<file path="config.mk">
export PLATFORM = sky130hd
export DESIGN_NAME = capture_trigger
export DESIGN_NICKNAME = d
export VERILOG_FILES = /design/src/hw/capture_pack.sv /design/src/hw/adc_pack.sv /design/src/hw/capture_trigger.sv
export VERILOG_INCLUDE_DIRS = /design/src /design/src/include
export SDC_FILE = /design/constraint.sdc
export NUM_CORES = 1
export LEC_CHECK = 0
export BUFFER_PORTS_ARGS = -buffer_cell sky130_fd_sc_hd__clkbuf_2
export CELL_PAD_IN_SITES_DETAIL_PLACEMENT = 2
export CELL_PAD_IN_SITES_GLOBAL_PLACEMENT = 2
export CORE_UTILIZATION = 30
export DETAILED_ROUTE_END_ITERATION = 8
export PLACE_DENSITY = 0.94
export SYNTH_ARGS = -nofsm -noshare
export SYNTH_HDL_FRONTEND = slang
export SYNTH_SLANG_ARGS = --single-unit
</file>
<file path="constraint.sdc">
create_clock -name clk -period 7.1 [get_ports clk]
set_clock_uncertainty 0.15 [all_clocks]
set_input_delay 1.42 -clock clk [delete_from_list [all_inputs] [get_ports clk]]
set_output_delay 1.42 -clock clk [all_outputs]
set_load 0.02 [all_outputs]
</file>
<file path="src/include/capture_params.svh">
`ifndef CAPTURE_PARAMS_SVH
`define CAPTURE_PARAMS_SVH

// bits per adc sample.
`define N_ADC 8

// samples per memory word, one adc cycle.
`define N_MEM_WIDTH 16

// address bits inside one tile.
`define N_MEM_ADDR 6

// number of sram tiles.
`define N_MEM_TILES 4

`endif
</file>
<file path="src/hw/capture_pack.sv">
`include "capture_params.svh"

package capture_pack;

    localparam int TILE_BITS     = $clog2(`N_MEM_TILES);
    localparam int SYS_ADDR_BITS = TILE_BITS + `N_MEM_ADDR;

    typedef logic [TILE_BITS-1:0]   tile_t;
    typedef logic [`N_MEM_ADDR-1:0] tile_addr_t;

    // tile index sits above the address inside the tile.
    typedef logic [SYS_ADDR_BITS-1:0] sys_addr_t;

    typedef logic [$clog2(`N_MEM_WIDTH)-1:0] lane_t;

    typedef struct packed {
        sys_addr_t word;
        lane_t     lane;
    } rd_addr_t;

    localparam sys_addr_t SYS_ADDR_MAX = '1;

    typedef enum logic [1:0] {
        WAIT_FOR_WRITE,
        WRITE_IN_PROGRESS,
        WRITE_DONE
    } ctrl_state_t;

    typedef enum logic {
        TRIG_IMMEDIATE,
        TRIG_LEVEL
    } trig_mode_t;

endpackage

</file>
<file path="src/hw/adc_pack.sv">
`include "capture_params.svh"

package adc_pack;

    typedef logic signed [`N_ADC-1:0] adc_sample_t;

    // one adc cycle of samples, lane 0 first.
    typedef adc_sample_t adc_word_t [`N_MEM_WIDTH];

    // flat sram word, lane 0 in the low bits.
    typedef logic [`N_MEM_WIDTH*`N_ADC-1:0] mem_word_t;

    function automatic mem_word_t pack_word(input adc_word_t w);
        mem_word_t m;
        for (int i = 0; i < `N_MEM_WIDTH; i++) begin
            m[i*`N_ADC +: `N_ADC] = w[i];
        end
        return m;
    endfunction

    function automatic adc_word_t unpack_word(input mem_word_t m);
        adc_word_t w;
        for (int i = 0; i < `N_MEM_WIDTH; i++) begin
            w[i] = adc_sample_t'(m[i*`N_ADC +: `N_ADC]);
        end
        return w;
    endfunction

endpackage

</file>
<file path="src/hw/capture_trigger.sv">
module capture_trigger (
    input  logic                     clk,
    input  logic                     rstb,
    input  logic                     arm,
    input  capture_pack::trig_mode_t trig_mode,
    input  adc_pack::adc_sample_t    trig_level,
    input  adc_pack::adc_word_t      adc_in,
    input  logic                     capture_done,
    output logic                     start_write,
    output logic                     busy,
    output logic                     done
);

    import adc_pack::*;
    import capture_pack::*;

    typedef enum logic [1:0] {
        IDLE,
        ARMED,
        CAPTURE,
        FINISH
    } trig_state_t;

    trig_state_t state;
    trig_mode_t  mode_q;
    adc_sample_t level_q;
    logic        level_hit;
    logic        fire;

    // mode and level only load when a new capture is accepted.
    always_ff @(posedge clk) begin
        if (arm && state == IDLE) begin
            mode_q  <= trig_mode;
            level_q <= trig_level;
        end
    end

    // any lane at or above the level, signed.
    always_comb begin
        level_hit = 1'b0;
        for (int i = 0; i < $size(adc_in); i++) begin
            if (adc_in[i] >= level_q) begin
                level_hit = 1'b1;
            end
        end
    end

    assign fire = (mode_q == TRIG_IMMEDIATE) || level_hit;

    //////////////////////////////////////////////////
    // arm, fire, and hand back.

    always_ff @(posedge clk) begin
        if (!rstb) begin
            state       <= IDLE;
            start_write <= 1'b0;
            busy        <= 1'b0;
            done        <= 1'b0;
        end else begin
            done <= 1'b0;
            case (state)
                IDLE: begin
                    if (arm) begin
                        busy  <= 1'b1;
                        state <= ARMED;
                    end
                end
                ARMED: begin
                    if (fire) begin
                        start_write <= 1'b1;
                        state       <= CAPTURE;
                    end
                end
                CAPTURE: begin
                    if (capture_done) begin
                        start_write <= 1'b0;
                        state       <= FINISH;
                    end
                end
                FINISH: begin
                    // memory is idle again once capture_done falls.
                    if (!capture_done) begin
                        busy  <= 1'b0;
                        done  <= 1'b1;
                        state <= IDLE;
                    end
                end
                default: begin
                    start_write <= 1'b0;
                    busy        <= 1'b0;
                    state       <= IDLE;
                end
            endcase
        end
    end

    a_done_single: assert property (@(posedge clk) disable iff (!rstb)
        done |=> !done);

endmodule

</file>
==> Yosys cells after proc, flatten, opt, wreduce, memory -nomap -nowiden <==
Cells that the tools add are included.
Widths: inputs -> output; s select.
{ "classes": {"magnitude_cmp": 16, "n_eq_ne": 7, "n_mux": 28, "n_bitwise": 1, "n_reduce_logical": 9} }
{ "op_table": {"columns": ["operator", "n"], "rows": [
  ["$ge 8x8->1", 16],
  ["$mux 1", 21],
  ["$mux 2", 4],
  ["$ne 2x2->1 const B", 4],
  ["$pmux 2 s4", 1],
  ["$reduce_and 3->1", 2],
  ["$eq 2x2->1 const B", 2],
  ["$pmux 1 s2", 2],
  ["$reduce_and 4->1", 1],
  ["$reduce_bool 2->1", 2],
  ["$eq 2x1->1 const B", 1],
  ["$logic_not 2->1", 1],
  ["$reduce_and 2->1", 1],
  ["$logic_and 1x1->1", 1],
  ["$logic_or 1x1->1", 1],
  ["$not 1->1", 1]
]} }
{ "word_totals": {"reg_bits": 14, "out_inout_bits": 3} }

==> Logic depth before layout (Yosys ltp) <==
{ "depth": {"depth_word": 20, "ltp_mapped": 10, "depth_no_buf": 10} }

==> Worst setup path after synthesis <==
OpenSTA, ideal clock, no wires.
{ "synth_path": {"path_kind": "input-to-reg", "start": "input port adc_in[86] in the netlist's numbering", "end": "register start_write", "setup_time_ns": 0.120, "arrival_ns": 3.258, "setup_slack_ns": 3.573, "stages": 9, "n_path_buf": 0, "path_cell_list": "ha_1 a211o_1 a211oi_1 o21ai_0 nor4_1 o2111ai_1 nor4_2 a21oi_1 o31a_1"} }
{ "synth_between": {"elab_chain_len": 15} }
{ "synth_lines": {"columns": ["item", "line_no", "rtl"], "rows": [
  ["start, declared", "capture_trigger.sv:7", "input adc_pack::adc_word_t adc_in,"],
  ["$ge 8x8->1", "capture_trigger.sv:42", "if (adc_in[i] >= level_q) begin"],
  ["$mux 1 (11 in series)", "capture_trigger.sv:42", null],
  ["$logic_or 1x1->1", "capture_trigger.sv:48", "assign fire = (mode_q == TRIG_IMMEDIATE) || level_hit;"],
  ["$ne 2x2->1 (no source line)", null, null],
  ["$reduce_and 3->1 (no source line)", null, null],
  ["end signal, assigned", "capture_trigger.sv:56", "start_write <= 1'b0;"],
  ["end signal, assigned", "capture_trigger.sv:70", "start_write <= 1'b1;"],
  ["end signal, assigned", "capture_trigger.sv:76", "start_write <= 1'b0;"],
  ["end, declared", "capture_trigger.sv:9", "output logic start_write,"]
]} }
No other way between the ends.
A chain may end at the register's enable or synchronous reset.

==> Worst setup path after layout <==
Ends and elaborated chain as after synthesis.

==> metrics.cfg <==
[pwr]
irDropWorstVdd_mv = 0.0872
p_leak_nw = 2.33
internal-power_mw = 0.404
p_comb_share_pct = 74.6
switchingPower_mw = 0.401
switching_share_pct = 49.8
pwr-share-seq_pct = 16.8
clockPowerShare_pct = 8.6
power_density_mw_per_mm2 = 186

[clock_tree]
ctsHoldBuffers = 0
post_cts_resized = 0
cts_setup_buffers = 0
clock_sinks = 14
cts_tree = built
cts_max_path_buffers = 2
clock_latency_ns = 0.25
path_clk_slew_ns = 0.06
cts_buffers = 3
cts-root-buf = clkbuf_8
htree_levels = 1

[die]
initial_core_util_pct = 31.0
rows = 38
die_x_um = 108
fp.dieH_um = 108
dieArea_mm2 = 0.0117
coreArea_mm2 = 0.0109
pin_count = 144

[sta]
tightest_slew_ns = 0.867
fin_setup_tns_ns = 0
finalCritPeriodShare_pct = 51.5
slew_headroom_pct = 42.2
fin_crit_ns = 3.66
rsz0062_at_grt = false
max_freq_mhz = 273
drv_slew = 0
setup_viol_count_final = 0
hold_violations = 0

[layout]
drive_above_1_share_pct = 28.9
stdcell_count = 666
diodes = 0
area_growth_pct = 28.0
utilization_pct = 39.7
fin_nets = 800
n_fill_cell = 1241

[synthesis]
netlist_area_mm2 = 0.00337
ys_seq_area_share_pct = 11.0
synth_top_family_by_area = adder cells
synth_common_cells = ha_1 (132), inv_1 (33), o21ai_0 (31)
synth-seq-cells = 14
yosysWarningCount = 0
synthDistinctLibCells = 44
ys.flop_type = edfxtp_1
yosysTopAreaCell = ha_1
synth.most_common_cell = ha_1
synth_mux_area_share_pct = 0.927
synth_top_cells_by_area = ha_1 (49%), edfxtp_1 (8.0%), o21ai_0 (4.6%)
async_flop_share_pct = 0
avgSynthCellArea_um2 = 8.93
synth_compound_area_share_pct = 22.5
syn_inst = 378
synth_top_cell_area_share_pct = 48.9
synth_simple_gate_area_share_pct = 13.0
synth_edf_count = 9
syn-num-nets = 651
synth-xor-area-share_pct = 0
synthAdderAreaFrac_pct = 48.9

[global_routing]
grt_max_degree = 17
grt_pass1_wl_um = 20400
grt_usage_pct = 22.7
grt_pass1_vias = 4144
antenna_found_initial = 0
gr-total-overflow = 0

[drt]
via_per_inst = 5.48
vias = 3651
routedWlPerCell_um = 19.4
dr.pass1.iters = 4
postRouteWirelength_um = 12900
postRouteAntennaNets = 0
drt-initial-drc-count = 50
drc = 0

[hold_path]
hold_path_class = register to register
whs_path_depth = 2
min_from = state[1]
min_to = state[1]

[setup_path]
cp-start-kind = input port
rr_worst_depth = 9
cp.arrival_ns = 3.64
cp-end-kind = register
r2r-end = start_write
r2r-start = level_q[0]
rrSetupSlack_ns = 3.71
path_class = input port to register
critPathMaxFanout = 2
cp.required_ns = 7.09

[flow_run]
cap_viol_max_count = 0

[placed_design]
gp_congestion = 0.774
portBuffers = 143
place_inst = 662
hpwl_um = 11000

[status]
status = finished clean

[how the worst max path moves through the flow]
stage,start,end,slack (ns),cells past startpoint
finish,adc_in[86],start_write,3.44,10
floorplan,adc_in[86],start_write,3.57,9
global route,adc_in[86],start_write,3.26,10
CTS,adc_in[86],start_write,3.42,9
global placement,adc_in[86],start_write,3.31,10
detailed placement,adc_in[86],start_write,3.16,9
[flip-flops by register name, indices dropped and copies added, names as in the netlist]
name,cells
done,1
busy,1
start_write,1
level_q,8
state,2
mode_q,1
[final cells by class]
| type | count | area, um^2 | area share, % |
|---|---|---|---|
| Clock buffer | 3 | 41.3 | 0.956 |
| Clock inverter | 1 | 3.75 | 0.0869 |
| Inverter | 33 | 124 | 2.87 |
| Multi-Input combinational cell | 331 | 2880 | 66.7 |
| Sequential cell | 14 | 370 | 8.58 |
| Tap cell | 140 | 175 | 4.06 |
| Timing Repair Buffer | 144 | 723 | 16.7 |
[worst max-delay path, stage by stage]
cell and delay (ns):
clkbuf_2 0.08, ha_1 0.31, a211o_1 0.30, a211oi_1 0.26
o21ai_0 0.13, nor4_1 0.24, o2111ai_1 0.24, nor4_2 0.30
a21oi_1 0.11, o31a_1 0.26
[cell families (layout without fill, tap and decap cells)]
family                   after synthesis  count (layout)
AO/OA/AOI/OAI                        115             115
adder cells (fa/ha/maj)              132             132
buffers and inverters                 33             181
flip-flops                            14              14
multiplexers                           3               3
AND/OR/NAND/NOR                       81              81
[power groups by stage]
stage	Clock, mW	Sequential [mW]	Combinational (mW)
2_1_floorplan	0	0.133	0.375
3_3_place_gp	0	0.134	0.541
3_5_place_dp	0	0.138	0.602
4_1_cts	0.0701	0.136	0.609
5_1_grt	0.0753	0.139	0.681
6_report	0.0696	0.135	0.600
[per-layer routing]
metal / track usage, % / wire length [um] / part of all wire [%]
met2: 46.1 / 7020 / 54
met5: 0 / 0 / 0
met1: 24.1 / 5120 / 40
met4: 6.26 / 296 / 2.3
met3: 2.65 / 471 / 3.6
[through the flow]
stage | power [mW] | hold slack (ns) | cell area, um^2 | setup WS [ns]
floorplan | 0.508 | 0.318 | 3370 | 3.57
global placement | 0.675 | 0.335 | 4270 | 3.31
detailed placement | 0.739 | 0.356 | 4270 | 3.16
CTS | 0.815 | 0.364 | 4320 | 3.42
global route | 0.896 | 0.393 | 4320 | 3.26
finish | 0.805 | 0.358 | 4320 | 3.44
[placed cells by master (no fill, tap or decap), types with 8 or more instances in the layout]
cell type,count
inv_1,33
nor2b_1,8
edfxtp_1,9
nand2b_1,10
a21oi_1,21
a211oi_1,10
clkbuf_2,143
ha_1,132
nand2_1,21
nor2_1,10
o21ai_0,31
Note: power is estimated with default switching activity, not from simulation.
