===== src/include/capture_params.svh =====
`ifndef CAPTURE_PARAMS_SVH
`define CAPTURE_PARAMS_SVH

// bits per adc sample.
`define N_ADC 8

// samples per memory word, one adc cycle.
`define N_MEM_WIDTH 16

// address bits inside one tile.
`define N_MEM_ADDR 6

// number of sram tiles.
`define N_MEM_TILES 4

`endif

===== src/hw/capture_pack.sv =====
`include "capture_params.svh"

package capture_pack;

    localparam int TILE_BITS     = $clog2(`N_MEM_TILES);
    localparam int SYS_ADDR_BITS = TILE_BITS + `N_MEM_ADDR;

    typedef logic [TILE_BITS-1:0]   tile_t;
    typedef logic [`N_MEM_ADDR-1:0] tile_addr_t;

    // tile index sits above the address inside the tile.
    typedef logic [SYS_ADDR_BITS-1:0] sys_addr_t;

    typedef logic [$clog2(`N_MEM_WIDTH)-1:0] lane_t;

    typedef struct packed {
        sys_addr_t word;
        lane_t     lane;
    } rd_addr_t;

    localparam sys_addr_t SYS_ADDR_MAX = '1;

    typedef enum logic [1:0] {
        WAIT_FOR_WRITE,
        WRITE_IN_PROGRESS,
        WRITE_DONE
    } ctrl_state_t;

    typedef enum logic {
        TRIG_IMMEDIATE,
        TRIG_LEVEL
    } trig_mode_t;

endpackage


===== src/hw/adc_pack.sv =====
`include "capture_params.svh"

package adc_pack;

    typedef logic signed [`N_ADC-1:0] adc_sample_t;

    // one adc cycle of samples, lane 0 first.
    typedef adc_sample_t adc_word_t [`N_MEM_WIDTH];

    // flat sram word, lane 0 in the low bits.
    typedef logic [`N_MEM_WIDTH*`N_ADC-1:0] mem_word_t;

    function automatic mem_word_t pack_word(input adc_word_t w);
        mem_word_t m;
        for (int i = 0; i < `N_MEM_WIDTH; i++) begin
            m[i*`N_ADC +: `N_ADC] = w[i];
        end
        return m;
    endfunction

    function automatic adc_word_t unpack_word(input mem_word_t m);
        adc_word_t w;
        for (int i = 0; i < `N_MEM_WIDTH; i++) begin
            w[i] = adc_sample_t'(m[i*`N_ADC +: `N_ADC]);
        end
        return w;
    endfunction

endpackage


===== src/hw/readout_port.sv =====
module readout_port (
    input  logic                    clk,
    input  logic                    rstb,
    input  logic                    rd_strobe,
    input  capture_pack::rd_addr_t  rd_addr,
    input  logic                    busy,
    input  adc_pack::adc_word_t     out_data,
    output capture_pack::sys_addr_t mem_addr,
    output logic                    rd_valid,
    output adc_pack::adc_sample_t   rd_data
);

    import capture_pack::*;

    logic  accept;
    lane_t lane_q1;
    lane_t lane_q2;
    logic  valid_q1;
    logic  valid_q2;

    // requests during a capture are dropped.
    assign accept = rd_strobe && !busy;

    always_ff @(posedge clk) begin
        if (!rstb) begin
            mem_addr <= '0;
            valid_q1 <= 1'b0;
            valid_q2 <= 1'b0;
            rd_valid <= 1'b0;
        end else begin
            if (accept) begin
                mem_addr <= rd_addr.word;
            end
            valid_q1 <= accept;
            valid_q2 <= valid_q1;
            rd_valid <= valid_q2;
        end
    end

    //////////////////////////////////////////////////
    // lane index follows the sram read by two stages.

    always_ff @(posedge clk) begin
        lane_q1 <= rd_addr.lane;
        lane_q2 <= lane_q1;
        if (valid_q2) begin
            rd_data <= out_data[lane_q2];
        end
    end

    // the sram address stays put for the whole capture.
    a_addr_hold: assert property (@(posedge clk) disable iff (!rstb)
        busy |=> $stable(mem_addr));

endmodule


===== config.mk =====
export PLATFORM = sky130hd
export DESIGN_NAME = readout_port
export DESIGN_NICKNAME = d
export VERILOG_FILES = /design/src/hw/capture_pack.sv /design/src/hw/adc_pack.sv /design/src/hw/readout_port.sv
export VERILOG_INCLUDE_DIRS = /design/src /design/src/include
export SDC_FILE = /design/constraint.sdc
export NUM_CORES = 1
export LEC_CHECK = 0
export BUFFER_PORTS_ARGS = -buffer_cell sky130_fd_sc_hd__buf_4
export CORE_UTILIZATION = 38
export DETAILED_ROUTE_END_ITERATION = 6
export GPL_TIMING_DRIVEN = 0
export PLACE_DENSITY = 0.81
export SLEW_MARGIN = 10
export SYNTH_ARGS = -nofsm -noshare
export SYNTH_HDL_FRONTEND = slang
export SYNTH_SLANG_ARGS = --single-unit

===== constraint.sdc =====
create_clock -name clk -period 1.9 [get_ports clk]
set_input_delay 0.095 -clock clk [delete_from_list [all_inputs] [get_ports clk]]
set_output_delay 0.095 -clock clk [all_outputs]
set_load 0.005 [all_outputs]

# == Word level (Yosys, flattened, before mapping) ==
# Cells that the tools add are included.
# totals
reg_bits,27
latch_bits,0
ramBits,0
mem_bits_ro,0
inputBits,144
output_inout_bits,17
word_cells,14
memories,0
# op_classes
add_sub_neg,0
multipliers,0
div,0
n_lt_le_gt_ge,1
eq_ne,0
shifts,0
n_mux,3
bitwise_logic,1
reduce_logical,2
# op_table
op,count
8-bit binary-select mux with 4-bit select,1
8-bit 2-to-1 mux,2
5-bit greater-or-equal comparator (second input constant),1
4-bit NOT with 5-bit output,1
1-bit logical AND,1
1-bit logical NOT,1

# == Logic depth before layout (Yosys ltp) ==
# Gate-level depths: netlist (run 1).
# depth
depth_word,4
depth_mapped,5
mapped_depth_nobuf,3

# == Least setup slack after synthesis (run 1) ==
# OpenSTA, ideal clock, no wires.
# synth_path
kind,reg-to-reg
startpoint,reg lane_q2[0]
endpoint,"reg rd_data[1], data pin"
setup_ns,0.259
arrival_ns,1.342
t_required_ns,1.641
slack_ns,0.299
stages_incl_launch_ff,6
path_buffers,2
period_less_slack_ns,1.601
cell_sequence,dfxtp_1 -> buf_6 -> buf_6 -> mux4_1 -> a22oi_1 -> nand2_1
# synth_via
elab_chain_len,4
# synth_lines
element,line,source
from (decl),readout_port.sv:17,lane_t lane_q2;
from (signal assigned),readout_port.sv:45,lane_q2 <= lane_q1;
4-bit NOT with 5-bit output (implied by the code),readout_port.sv:47,rd_data <= out_data[lane_q2];
8-bit binary-select mux with 4-bit select,readout_port.sv:47,
8-bit 2-to-1 mux (implied by the code) (2 in a row),readout_port.sv:47,
to (signal assigned),readout_port.sv:47,
to (decl),readout_port.sv:10,output adc_pack::adc_sample_t rd_data
# Every way passes these cells. The select of a mux whose other input is x is not followed.
# A chain may end at the register's enable or synchronous reset.

# == Final worst setup path (run 1) ==
# layout_path
startpoint,reg lane_q2[0]
endpoint,"reg rd_data[3], data pin"
# The elaborated chain is that of the path after synthesis.

==> flow_summary.yaml, run 1 <==
cts:
  cts_buffers: 3
  htreeDepth: 1
  cts_sinks: 27
  clk_latency_ns: 0.27
  cts_max_path_buffers: 2
  clkSlewWorstSetupHoldPaths_ns: 0.09
  cts_tree: "done"
  clk_root_buffer_cell: "clkbuf_8"
logic_synthesis:
  ys_ff_latch: 27
  yosysWarnings: 0
  yosys-top-cells-count: "nand2_1 (24), dfxtp_1 (19), mux4_2 (18)"
  synth-async-reset-ratio_pct: 0
  synthesis.nets: 273
  netlist.area_leader.share_pct: 22.3
  syn_area_per_cell_um2: 14.1
  synth_ff_type: "dfxtp_1"
  synth.largest_area_cell: "mux4_2"
  synth-edff-count: 8
  yosysSeqAreaShare_pct: 34.2
  synth_cell_types: 17
  synth_area_um2: 1820
  yosysMostFrequentCell: "nand2_1"
  synthCells: 129
  synth_area_leaders: "mux4_2 (22%), dfxtp_1 (21%), mux4_1 (20%), edfxtp_1 (13%), a22oi_1 (6.6%)"
pwr:
  ir_drop_v: 0.000351
  leakagePower_nw: 1.48
  pwr-share-comb_pct: 34.7
  clkPwrFrac_pct: 21.4
  power_density_nw_per_um2: 455
  switching_share_pct: 22.3
  power.internal_mw: 1.12
  p_sw_mw: 0.322
  power_mw: 1.44
  p_seq_share_pct: 43.9
die:
  start_util_pct: 40.6
  coreArea_um2: 4470
  die_w_um: 71.1
  rows: 24
  io_pins: 161
  fp.dieH_um: 71.1
  die_area_um2: 5060
worst_hold_path:
  hold_end: "mem_addr[5]"
  hold_path.startpoint: "rd_addr[9]"
  hp-class: "in -> reg"
  hold_depth: 3
timing:
  setup-tns-final_ns: 0
  fin_crit_sh_pct: 95.4
  timing.fmax_ghz: 0.552
  relSlewSlack_pct: 60.6
  layout_min_cycle_time_ns: 1.81
  slew_viol_final: 0
  finClkSkew_ns: 0.00677
  hold_viol: 0
  rsz0062_at_grt: "no"
  finalWorstSetupSlack_ns: 0.0869
  worstMarginPinSlew_ns: 0.589
  whs_ns: 0.0768
  finalSetupViolCount: 0
drt:
  viasPerCell: 5.37
  num_vias: 1874
  firstDrtPassIters: 6
  drc: 6
  routedWlPerCell_um: 17.5
  dr.first_iter.drc_count: 88
  ant_nets: 0
  wl_um: 6120
global_route:
  antenna_found_initial: 0
  grt_pass1_vias: 1939
  gr-usage-all-layers_pct: 24.8
  grt_pass1_wl_um: 9330
  gr-total-overflow: 0
  grt_max_degree: 15
final_layout:
  diodes: 0
  final_nets: 442
  post-route-util_pct: 70.9
  area_growth_pct: 74.7
  drive_gt1_share_pct: 64.6
place:
  pre_cts_ws_ns: 0.0689
  portBuffers: 160
  dp_hpwl_um: 5110
  gp_congestion: 0.768
critical_path:
  start_kind: "flop"
  cp.arrival_ns: 1.84
  cp.required_ns: 1.92
  r2r_slack_ns: 0.09
  r2r-end: "rd_data[3]"
  timing.rr.start: "lane_q2[0]"
  crit_type: "reg -> reg"
  cp_max_fo: 10
  ff2ff_path_depth: 5
  crit_path_end_kind: "flop"
job:
  drv_cap: 0
status:
  violations: "design-rule violations"
  outcome: "finished with violations"
## worst max-delay path, stage by stage (launching register included)
cell and delay [ns]:
dfxtp_1 0.33, buf_6 0.12, buf_6 0.17, mux4_1 0.57, a22oi_1 0.29, nand2_1 0.09
## worst max path at each step
stage | startpoint | endpoint | cells after the start
global route | lane_q2[0] | rd_data[2] | 5
finish | lane_q2[0] | rd_data[3] | 5
floorplan | lane_q2[0] | rd_data[1] | 5
CTS | lane_q2[0] | rd_data[2] | 5
global placement | lane_q2[0] | rd_data[2] | 5
detailed placement | lane_q2[0] | rd_data[2] | 5
## sequential cells by signal, indices dropped and copies added (netlist names)
signal and count:
mem_addr 8, valid_q2 1, rd_valid 1, lane_q2 4, lane_q1 4, rd_data 8, valid_q1 1
## kinds of logic (layout without fill, tap and decap cells)
family	after synthesis	after routing	share of synthesized area (%)
AOI/OAI and AO/OA	24	24	9.92
buffers and inverters	13	181	5.37
DFF	27	27	34.2
and+or+nand+nor	33	33	7.99
muxes	32	32	42.6
## metal layers
metal | up-vias | GRT usage, % | wire [um]
met1 | 911 | 27.5 | 2280
met5 | - | 0 | 0
li1 | 868 | - | -
met3 | 12 | 6.27 | 387
met2 | 83 | 46.1 | 3300
met4 | 0 | 8.22 | 141
## what timing repair did
| item | in CTS | in global routing |
|---|---|---|
| endpoints found under the setup margin | 0 | 1 |
| gates resized for setup | 0 | 1 |
| endpoints found under the hold margin | 4 | 0 |
| setup buffers | 0 | 0 |
| hold buffers | 4 | 0 |
## power groups by stage
| stage | combinational (mW) | sequential (mW) | clock (mW) |
|---|---|---|---|
| 2_1_floorplan | 0.207 | 0.647 | 0 |
| 3_3_place_gp | 0.483 | 0.647 | 0 |
| 3_5_place_dp | 0.491 | 0.648 | 0 |
| 4_1_cts | 0.498 | 0.635 | 0.316 |
| 5_1_grt | 0.537 | 0.637 | 0.336 |
| 6_report | 0.500 | 0.634 | 0.310 |
## area by class of cell
cell class                 count  area, um^2
sequential                    27         621
tap                           52        65.1
fill                         334        1300
multi-input combinational     89        1100
buffer                        13        97.6
timing repair buffer         164        1240
clock buffer                   4        45.0
## stage by stage
| step | area (um^2) | cells |
|---|---|---|
| after CTS | 3170 | 349 |
| after global routing | 3170 | 349 |
| after global placement | 3080 | 341 |
| final | 3170 | 349 |
| after floorplan | 1820 | 129 |
| after detailed placement | 3080 | 341 |
## layout by cell type (no fill, tap or decap)
| master | count |
|---|---|
| a21boi_0 | 8 |
| a22oi_1 | 15 |
| a22oi_2 | 1 |
| and2_1 | 4 |
| and2b_1 | 1 |
| buf_2 | 3 |
| buf_4 | 161 |
| buf_6 | 3 |
| clkbuf_1 | 4 |
| clkbuf_8 | 3 |
| clkdlybuf4s25_2 | 3 |
| dfxtp_1 | 19 |
| dlygate4sd3_1 | 4 |
| edfxtp_1 | 8 |
| mux4_1 | 14 |
| mux4_2 | 18 |
| nand2_1 | 24 |
| nand2b_1 | 1 |
| nor2_1 | 1 |
| nor2b_1 | 2 |
No activity file was read; power rests on OpenSTA's default activity.
==> run 2, diff against run 1 <==
--- a/config.mk
+++ b/config.mk
@@ -7,10 +7,12 @@
 export NUM_CORES = 1
 export LEC_CHECK = 0
 export BUFFER_PORTS_ARGS = -buffer_cell sky130_fd_sc_hd__buf_4
+export CORE_MARGIN = 2
 export CORE_UTILIZATION = 38
 export DETAILED_ROUTE_END_ITERATION = 6
 export GPL_TIMING_DRIVEN = 0
 export PLACE_DENSITY = 0.81
+export SETUP_SLACK_MARGIN = 0.3
 export SLEW_MARGIN = 10
 export SYNTH_ARGS = -nofsm -noshare
 export SYNTH_HDL_FRONTEND = slang
==> run 2 against run 1 <==
The flow now finishes without violations. Flip-flop and latch count did not move. Clock skew increased by 0.0055 ns. Via count is 2.1% higher. Wire length increased by 7.6%. Sequential share of layout area is 0.53 points lower. Register-to-register slack gained 0.15 ns. Final area up 3.0%. Largest power group unchanged. Highest routed layer unchanged.
==> flow_summary.yaml, run 2 (synthesis results as in run 1) <==
status:
  outcome: "completed"
timing:
  worstMarginPinSlew_ns: 0.778
  finalSetupViolCount: 0
  rsz0062_at_grt: "yes"
  setup-tns-final_ns: 0
  timing.fmax_ghz: 0.601
  relSlewSlack_pct: 48.0
  slew_viol_final: 0
  hold_viol: 0
  whs_ns: 0.0725
  finClkSkew_ns: 0.0123
  layout_min_cycle_time_ns: 1.66
  fin_crit_sh_pct: 87.6
final_layout:
  post-route-util_pct: 70.1
  diodes: 0
  register_area_um2: 622
  nFillCells: 371
  largestRegisters: "mem_addr x8, rd_data x8"
  final_common_cell: "buf_4"
  area_growth_pct: 79.9
  final_nets: 445
  fin_area_um2: 3270
  drive_gt1_share_pct: 72.3
  final_cell_mix: "buf_4 (161), mux4_2 (31), nand2_1 (24)"
  multi_input_area_um2: 1090
global_route:
  gr-usage-all-layers_pct: 24.2
  groute.layer.met3.usage_pct: 7.46
  top_usage_layer: "met2"
  grt_pass1_vias: 1981
  grt_pass1_wl_um: 9630
  antenna_found_initial: 0
  met1_usage_pct: 28.3
  gr-total-overflow: 0
  use_met2_pct: 42.2
  grt_max_degree: 17
critical_path:
  r2r-end: "rd_data[3]"
  timing.rr.start: "lane_q2[0]"
  ff2ff_path_depth: 5
  crit_path_end_kind: "flop"
  cp.arrival_ns: 1.70
  crit_type: "reg -> reg"
  r2r_slack_ns: 0.24
  start_kind: "flop"
  crit_end: "rd_data[3]"
  cp_max_fo: 6
  cp.required_ns: 1.94
  cp-startpoint: "lane_q2[0]"
cts:
  clk_root_buffer_cell: "clkbuf_8"
  clk_latency_ns: 0.27
  cts_max_path_buffers: 2
  cts_tree: "done"
  cts_buffers: 3
  clkSlewWorstSetupHoldPaths_ns: 0.10
  cts_sinks: 27
  htreeDepth: 1
pwr:
  ir_drop_v: 0.000311
  power.internal_mw: 1.15
  switching_share_pct: 23.8
  clkPwrFrac_pct: 21.8
  power_density_nw_per_um2: 463
  p_sw_mw: 0.360
  power_mw: 1.51
  p_seq_share_pct: 42.0
  leakagePower_nw: 1.47
  pwr-share-comb_pct: 36.2
drt:
  ant_nets: 0
  num_vias: 1914
  drc: 0
  firstDrtPassIters: 4
  viasPerCell: 5.41
  routedWlPerCell_um: 18.6
  wl_um: 6580
  dr.first_iter.drc_count: 87
die:
  io_pins: 161
  rows: 25
  die_area_um2: 5350
  die_w_um: 73.1
  start_util_pct: 39.0
  coreArea_um2: 4660
  fp.dieH_um: 73.1
place:
  portBuffers: 160
  placed_area_um2: 3090
  gp_congestion: 0.804
  dp_hpwl_um: 5200
worst_hold_path:
  hp-class: "in -> reg"
job:
  drv_cap: 0
run 2: layer usage:
| metal | part of all wire, % | vias up |
|---|---|---|
| li1 | - | 862 |
| met1 | 37 | 921 |
| met2 | 52 | 117 |
| met3 | 8.2 | 14 |
| met4 | 2.4 | 0 |
| met5 | 0 | - |
run 2: repair_timing:
action / in CTS / in global routing
hold buffers: 4 / 0
setup buffers: 1 / 0
endpoints found under the hold margin: 4 / 0
gates resized for setup: 19 / 14
gates cloned: 1 / 1
endpoints found under the setup margin: 8 / 8
pin swaps: 3 / 7
run 2: worst max-delay path, stage by stage (launching register included):
cell and delay, ns:
dfxtp_2 0.35, buf_12 0.14, buf_12 0.13, mux4_2 0.51, a22oi_2 0.24, nand2_1 0.07
run 2: per-stage QoR:
step                      setup slack (ns)  std cells
after global placement              0.0880        343
final                                0.236        354
after global routing                 0.187        354
after detailed placement            0.0676        343
after CTS                            0.216        353
after floorplan                      0.299        129
run 2: layout make-up:
cell class | count | share of cell area [%]
Clock buffer | 3 | 1.26
Clock inverter | 1 | 0.230
Multi-Input combinational cell | 89 | 33.3
Tap cell | 54 | 2.07
Timing Repair Buffer | 167 | 39.8
Sequential cell | 27 | 19.0
Buffer | 13 | 4.25
run 2: how the worst min path moves through the flow:
stage                  end        from  cells after the start
6_report       mem_addr[3]  rd_addr[7]                      3
5_1_grt        mem_addr[7]        rstb                      2
4_1_cts        mem_addr[3]  rd_addr[7]                      3
3_5_place_dp    lane_q1[1]  rd_addr[1]                      1
3_3_place_gp    lane_q1[0]  rd_addr[0]                      1
2_1_floorplan   lane_q1[0]  rd_addr[0]                      0
run 2: power by group through the flow:
| stage | logic [mW] | registers (mW) | clock network [mW] |
|---|---|---|---|
| final | 0.547 | 0.635 | 0.330 |
| after global routing | 0.583 | 0.638 | 0.359 |
| after global placement | 0.481 | 0.647 | 0 |
| after detailed placement | 0.491 | 0.648 | 0 |
| after CTS | 0.529 | 0.635 | 0.334 |
| after floorplan | 0.207 | 0.647 | 0 |
==> run 3, diff against run 2 <==
==> constraint.sdc (replaced) <==
create_clock -name clk -period 1.9 [get_ports clk]
set_input_delay 0.57 -clock clk [delete_from_list [all_inputs] [get_ports clk]]
set_output_delay 0.57 -clock clk [all_outputs]
set_load 0.005 [all_outputs]
==> run 3 against run 2 <==
First-iteration DRC count rose by 11%. Largest cell class unchanged. Clock skew fell by 0.0022 ns. Register-to-register slack got worse by 0.03 ns. Core utilization is 0.86 points lower. Cell count fell by 1.1%. Largest power group unchanged. Count of clock-buffer cells in the layout is the same.
==> flow_summary.yaml, run 3 (synthesis results as in run 1) <==
final_layout:
  final_cells: 350
  multi_input_area_um2: 1090
  nFillCells: 375
  final_common_cell: "buf_4"
  largestRegisters: "mem_addr x8, rd_data x8"
  drive_gt1_share_pct: 73.3
  diodes: 0
  register_area_um2: 622
  final_nets: 441
  post-route-util_pct: 69.3
  final_cell_mix: "buf_4 (161), mux4_2 (31), nand2_1 (24)"
  area_growth_pct: 77.7
cts:
  ctsHoldBuffers: 0
  clk_latency_ns: 0.27
  htreeDepth: 1
  cts_tree: "done"
  cts_sinks: 27
  clkSlewWorstSetupHoldPaths_ns: 0.10
  cts_max_path_buffers: 2
  cts_buffers: 3
  clk_root_buffer_cell: "clkbuf_8"
critical_path:
  cp.arrival_ns: 1.73
  cp_max_fo: 6
  crit_path_end_kind: "flop"
  cp.required_ns: 1.94
  crit_type: "reg -> reg"
  path_cells: "buf_12 -> buf_12 -> mux4_2 -> a22oi_2 -> nand2_1"
  start_kind: "flop"
  critPathMaxStageDelay_ns: 0.52
  cp_slowest_cell: "mux4_2"
  path_common_cell: "buf_12"
job:
  drv_cap: 0
pwr:
  switching_share_pct: 23.7
  power.internal_mw: 1.15
  p_seq_share_pct: 42.2
  leakagePower_nw: 1.45
  p_sw_mw: 0.357
  power_mw: 1.50
  ir_drop_v: 0.000312
  clkPwrFrac_pct: 21.8
  power_density_nw_per_um2: 466
  pwr-share-comb_pct: 36.0
drt:
  dr.first_iter.drc_count: 97
  viasPerCell: 5.46
  wl_um: 6550
  ant_nets: 0
  firstDrtPassIters: 5
  num_vias: 1910
  drc: 0
  routedWlPerCell_um: 18.7
timing:
  worstMarginPinSlew_ns: 0.775
  setup-tns-final_ns: 0
  finClkSkew_ns: 0.0100
  layout_min_cycle_time_ns: 1.69
  rsz0062_at_grt: "yes"
  finalSetupViolCount: 0
  fin_crit_sh_pct: 89.2
  relSlewSlack_pct: 48.1
  timing.fmax_ghz: 0.590
  slew_viol_final: 0
  hold_viol: 0
global_route:
  gr-total-overflow: 0
  gr-usage-all-layers_pct: 23.9
  grt_max_degree: 17
  antenna_found_initial: 0
  grt_pass1_vias: 1959
  grt_pass1_wl_um: 9490
die:
  die_w_um: 73.1
  rows: 25
  start_util_pct: 39.0
  fp.dieH_um: 73.1
  die_area_um2: 5350
  io_pins: 161
  coreArea_um2: 4660
place:
  portBuffers: 160
  gp_congestion: 0.804
  dp_hpwl_um: 5200
  placed_cells: 343
worst_hold_path:
  hp-class: "reg -> reg"
status:
  outcome: "completed"
## run 3: changes by cell type in the layout (fill, tap and decap cells not counted)
| cell | previous run | this run |
|---|---|---|
| dlygate4sd3_1 | 4 | 0 |
## run 3: timing repair
| action | 4_1_cts | 5_1_grt |
|---|---|---|
| gates cloned | 1 | 1 |
| gates resized for setup | 19 | 14 |
| endpoints found under the hold margin | 0 | 0 |
| pin swaps | 3 | 7 |
| buffers inserted | 1 | 0 |
| setup endpoints to repair | 8 | 8 |
## run 3: worst paths after layout
kind                                 start  slack, ns          to  cells past startpoint
worst max-delay path            lane_q2[0]       0.21  rd_data[3]                      5
worst min-delay path            lane_q1[2]       0.33  lane_q2[2]                      0
worst max register to register  lane_q2[0]       0.21  rd_data[3]                      5
worst min register to register  lane_q1[2]       0.33  lane_q2[2]                      0
## run 3: per-stage QoR
stage / hold WS [ns] / instance area [um^2] / setup slack (ns)
after global routing: 0.340 / 3230 / 0.177
after CTS: 0.337 / 3190 / 0.216
after floorplan: 0.310 / 1820 / 0.299
after detailed placement: 0.316 / 3090 / 0.0676
after global placement: 0.311 / 3090 / 0.0880
final: 0.335 / 3230 / 0.205
## run 3: final cells by class
type | count | share of cell area (%)
plain buffers | 13 | 4.30
repair buffers | 163 | 39.1
flip-flops and latches | 27 | 19.3
multi-input cells | 89 | 33.8
well taps | 54 | 2.09
clock inverters | 1 | 0.233
clock buffers | 3 | 1.28
## run 3: per-layer routing
| layer | up-vias | share of wire (%) | GRT usage, % |
|---|---|---|---|
| li1 | 854 | - | - |
| met1 | 904 | 37 | 28.0 |
| met2 | 134 | 52 | 41.5 |
| met3 | 18 | 8.7 | 7.32 |
| met4 | 0 | 2.8 | 7.61 |
| met5 | - | 0 | 0 |
## run 3: power groups by stage
stage / sequential (mW) / clock [mW] / combinational [mW]
floorplan: 0.647 / 0 / 0.207
global placement: 0.647 / 0 / 0.481
detailed placement: 0.648 / 0 / 0.491
CTS: 0.635 / 0.334 / 0.522
global route: 0.638 / 0.359 / 0.576
finish: 0.635 / 0.327 / 0.541
## run 3: critical path, delay by kind of cell, from the launching register on
| family | cells | cell delay, ns |
|---|---|---|
| compound gates | 1 | 0.24 |
| buf+inv | 2 | 0.27 |
| flops | 1 | 0.35 |
| mux | 1 | 0.52 |
| simple gates | 1 | 0.07 |
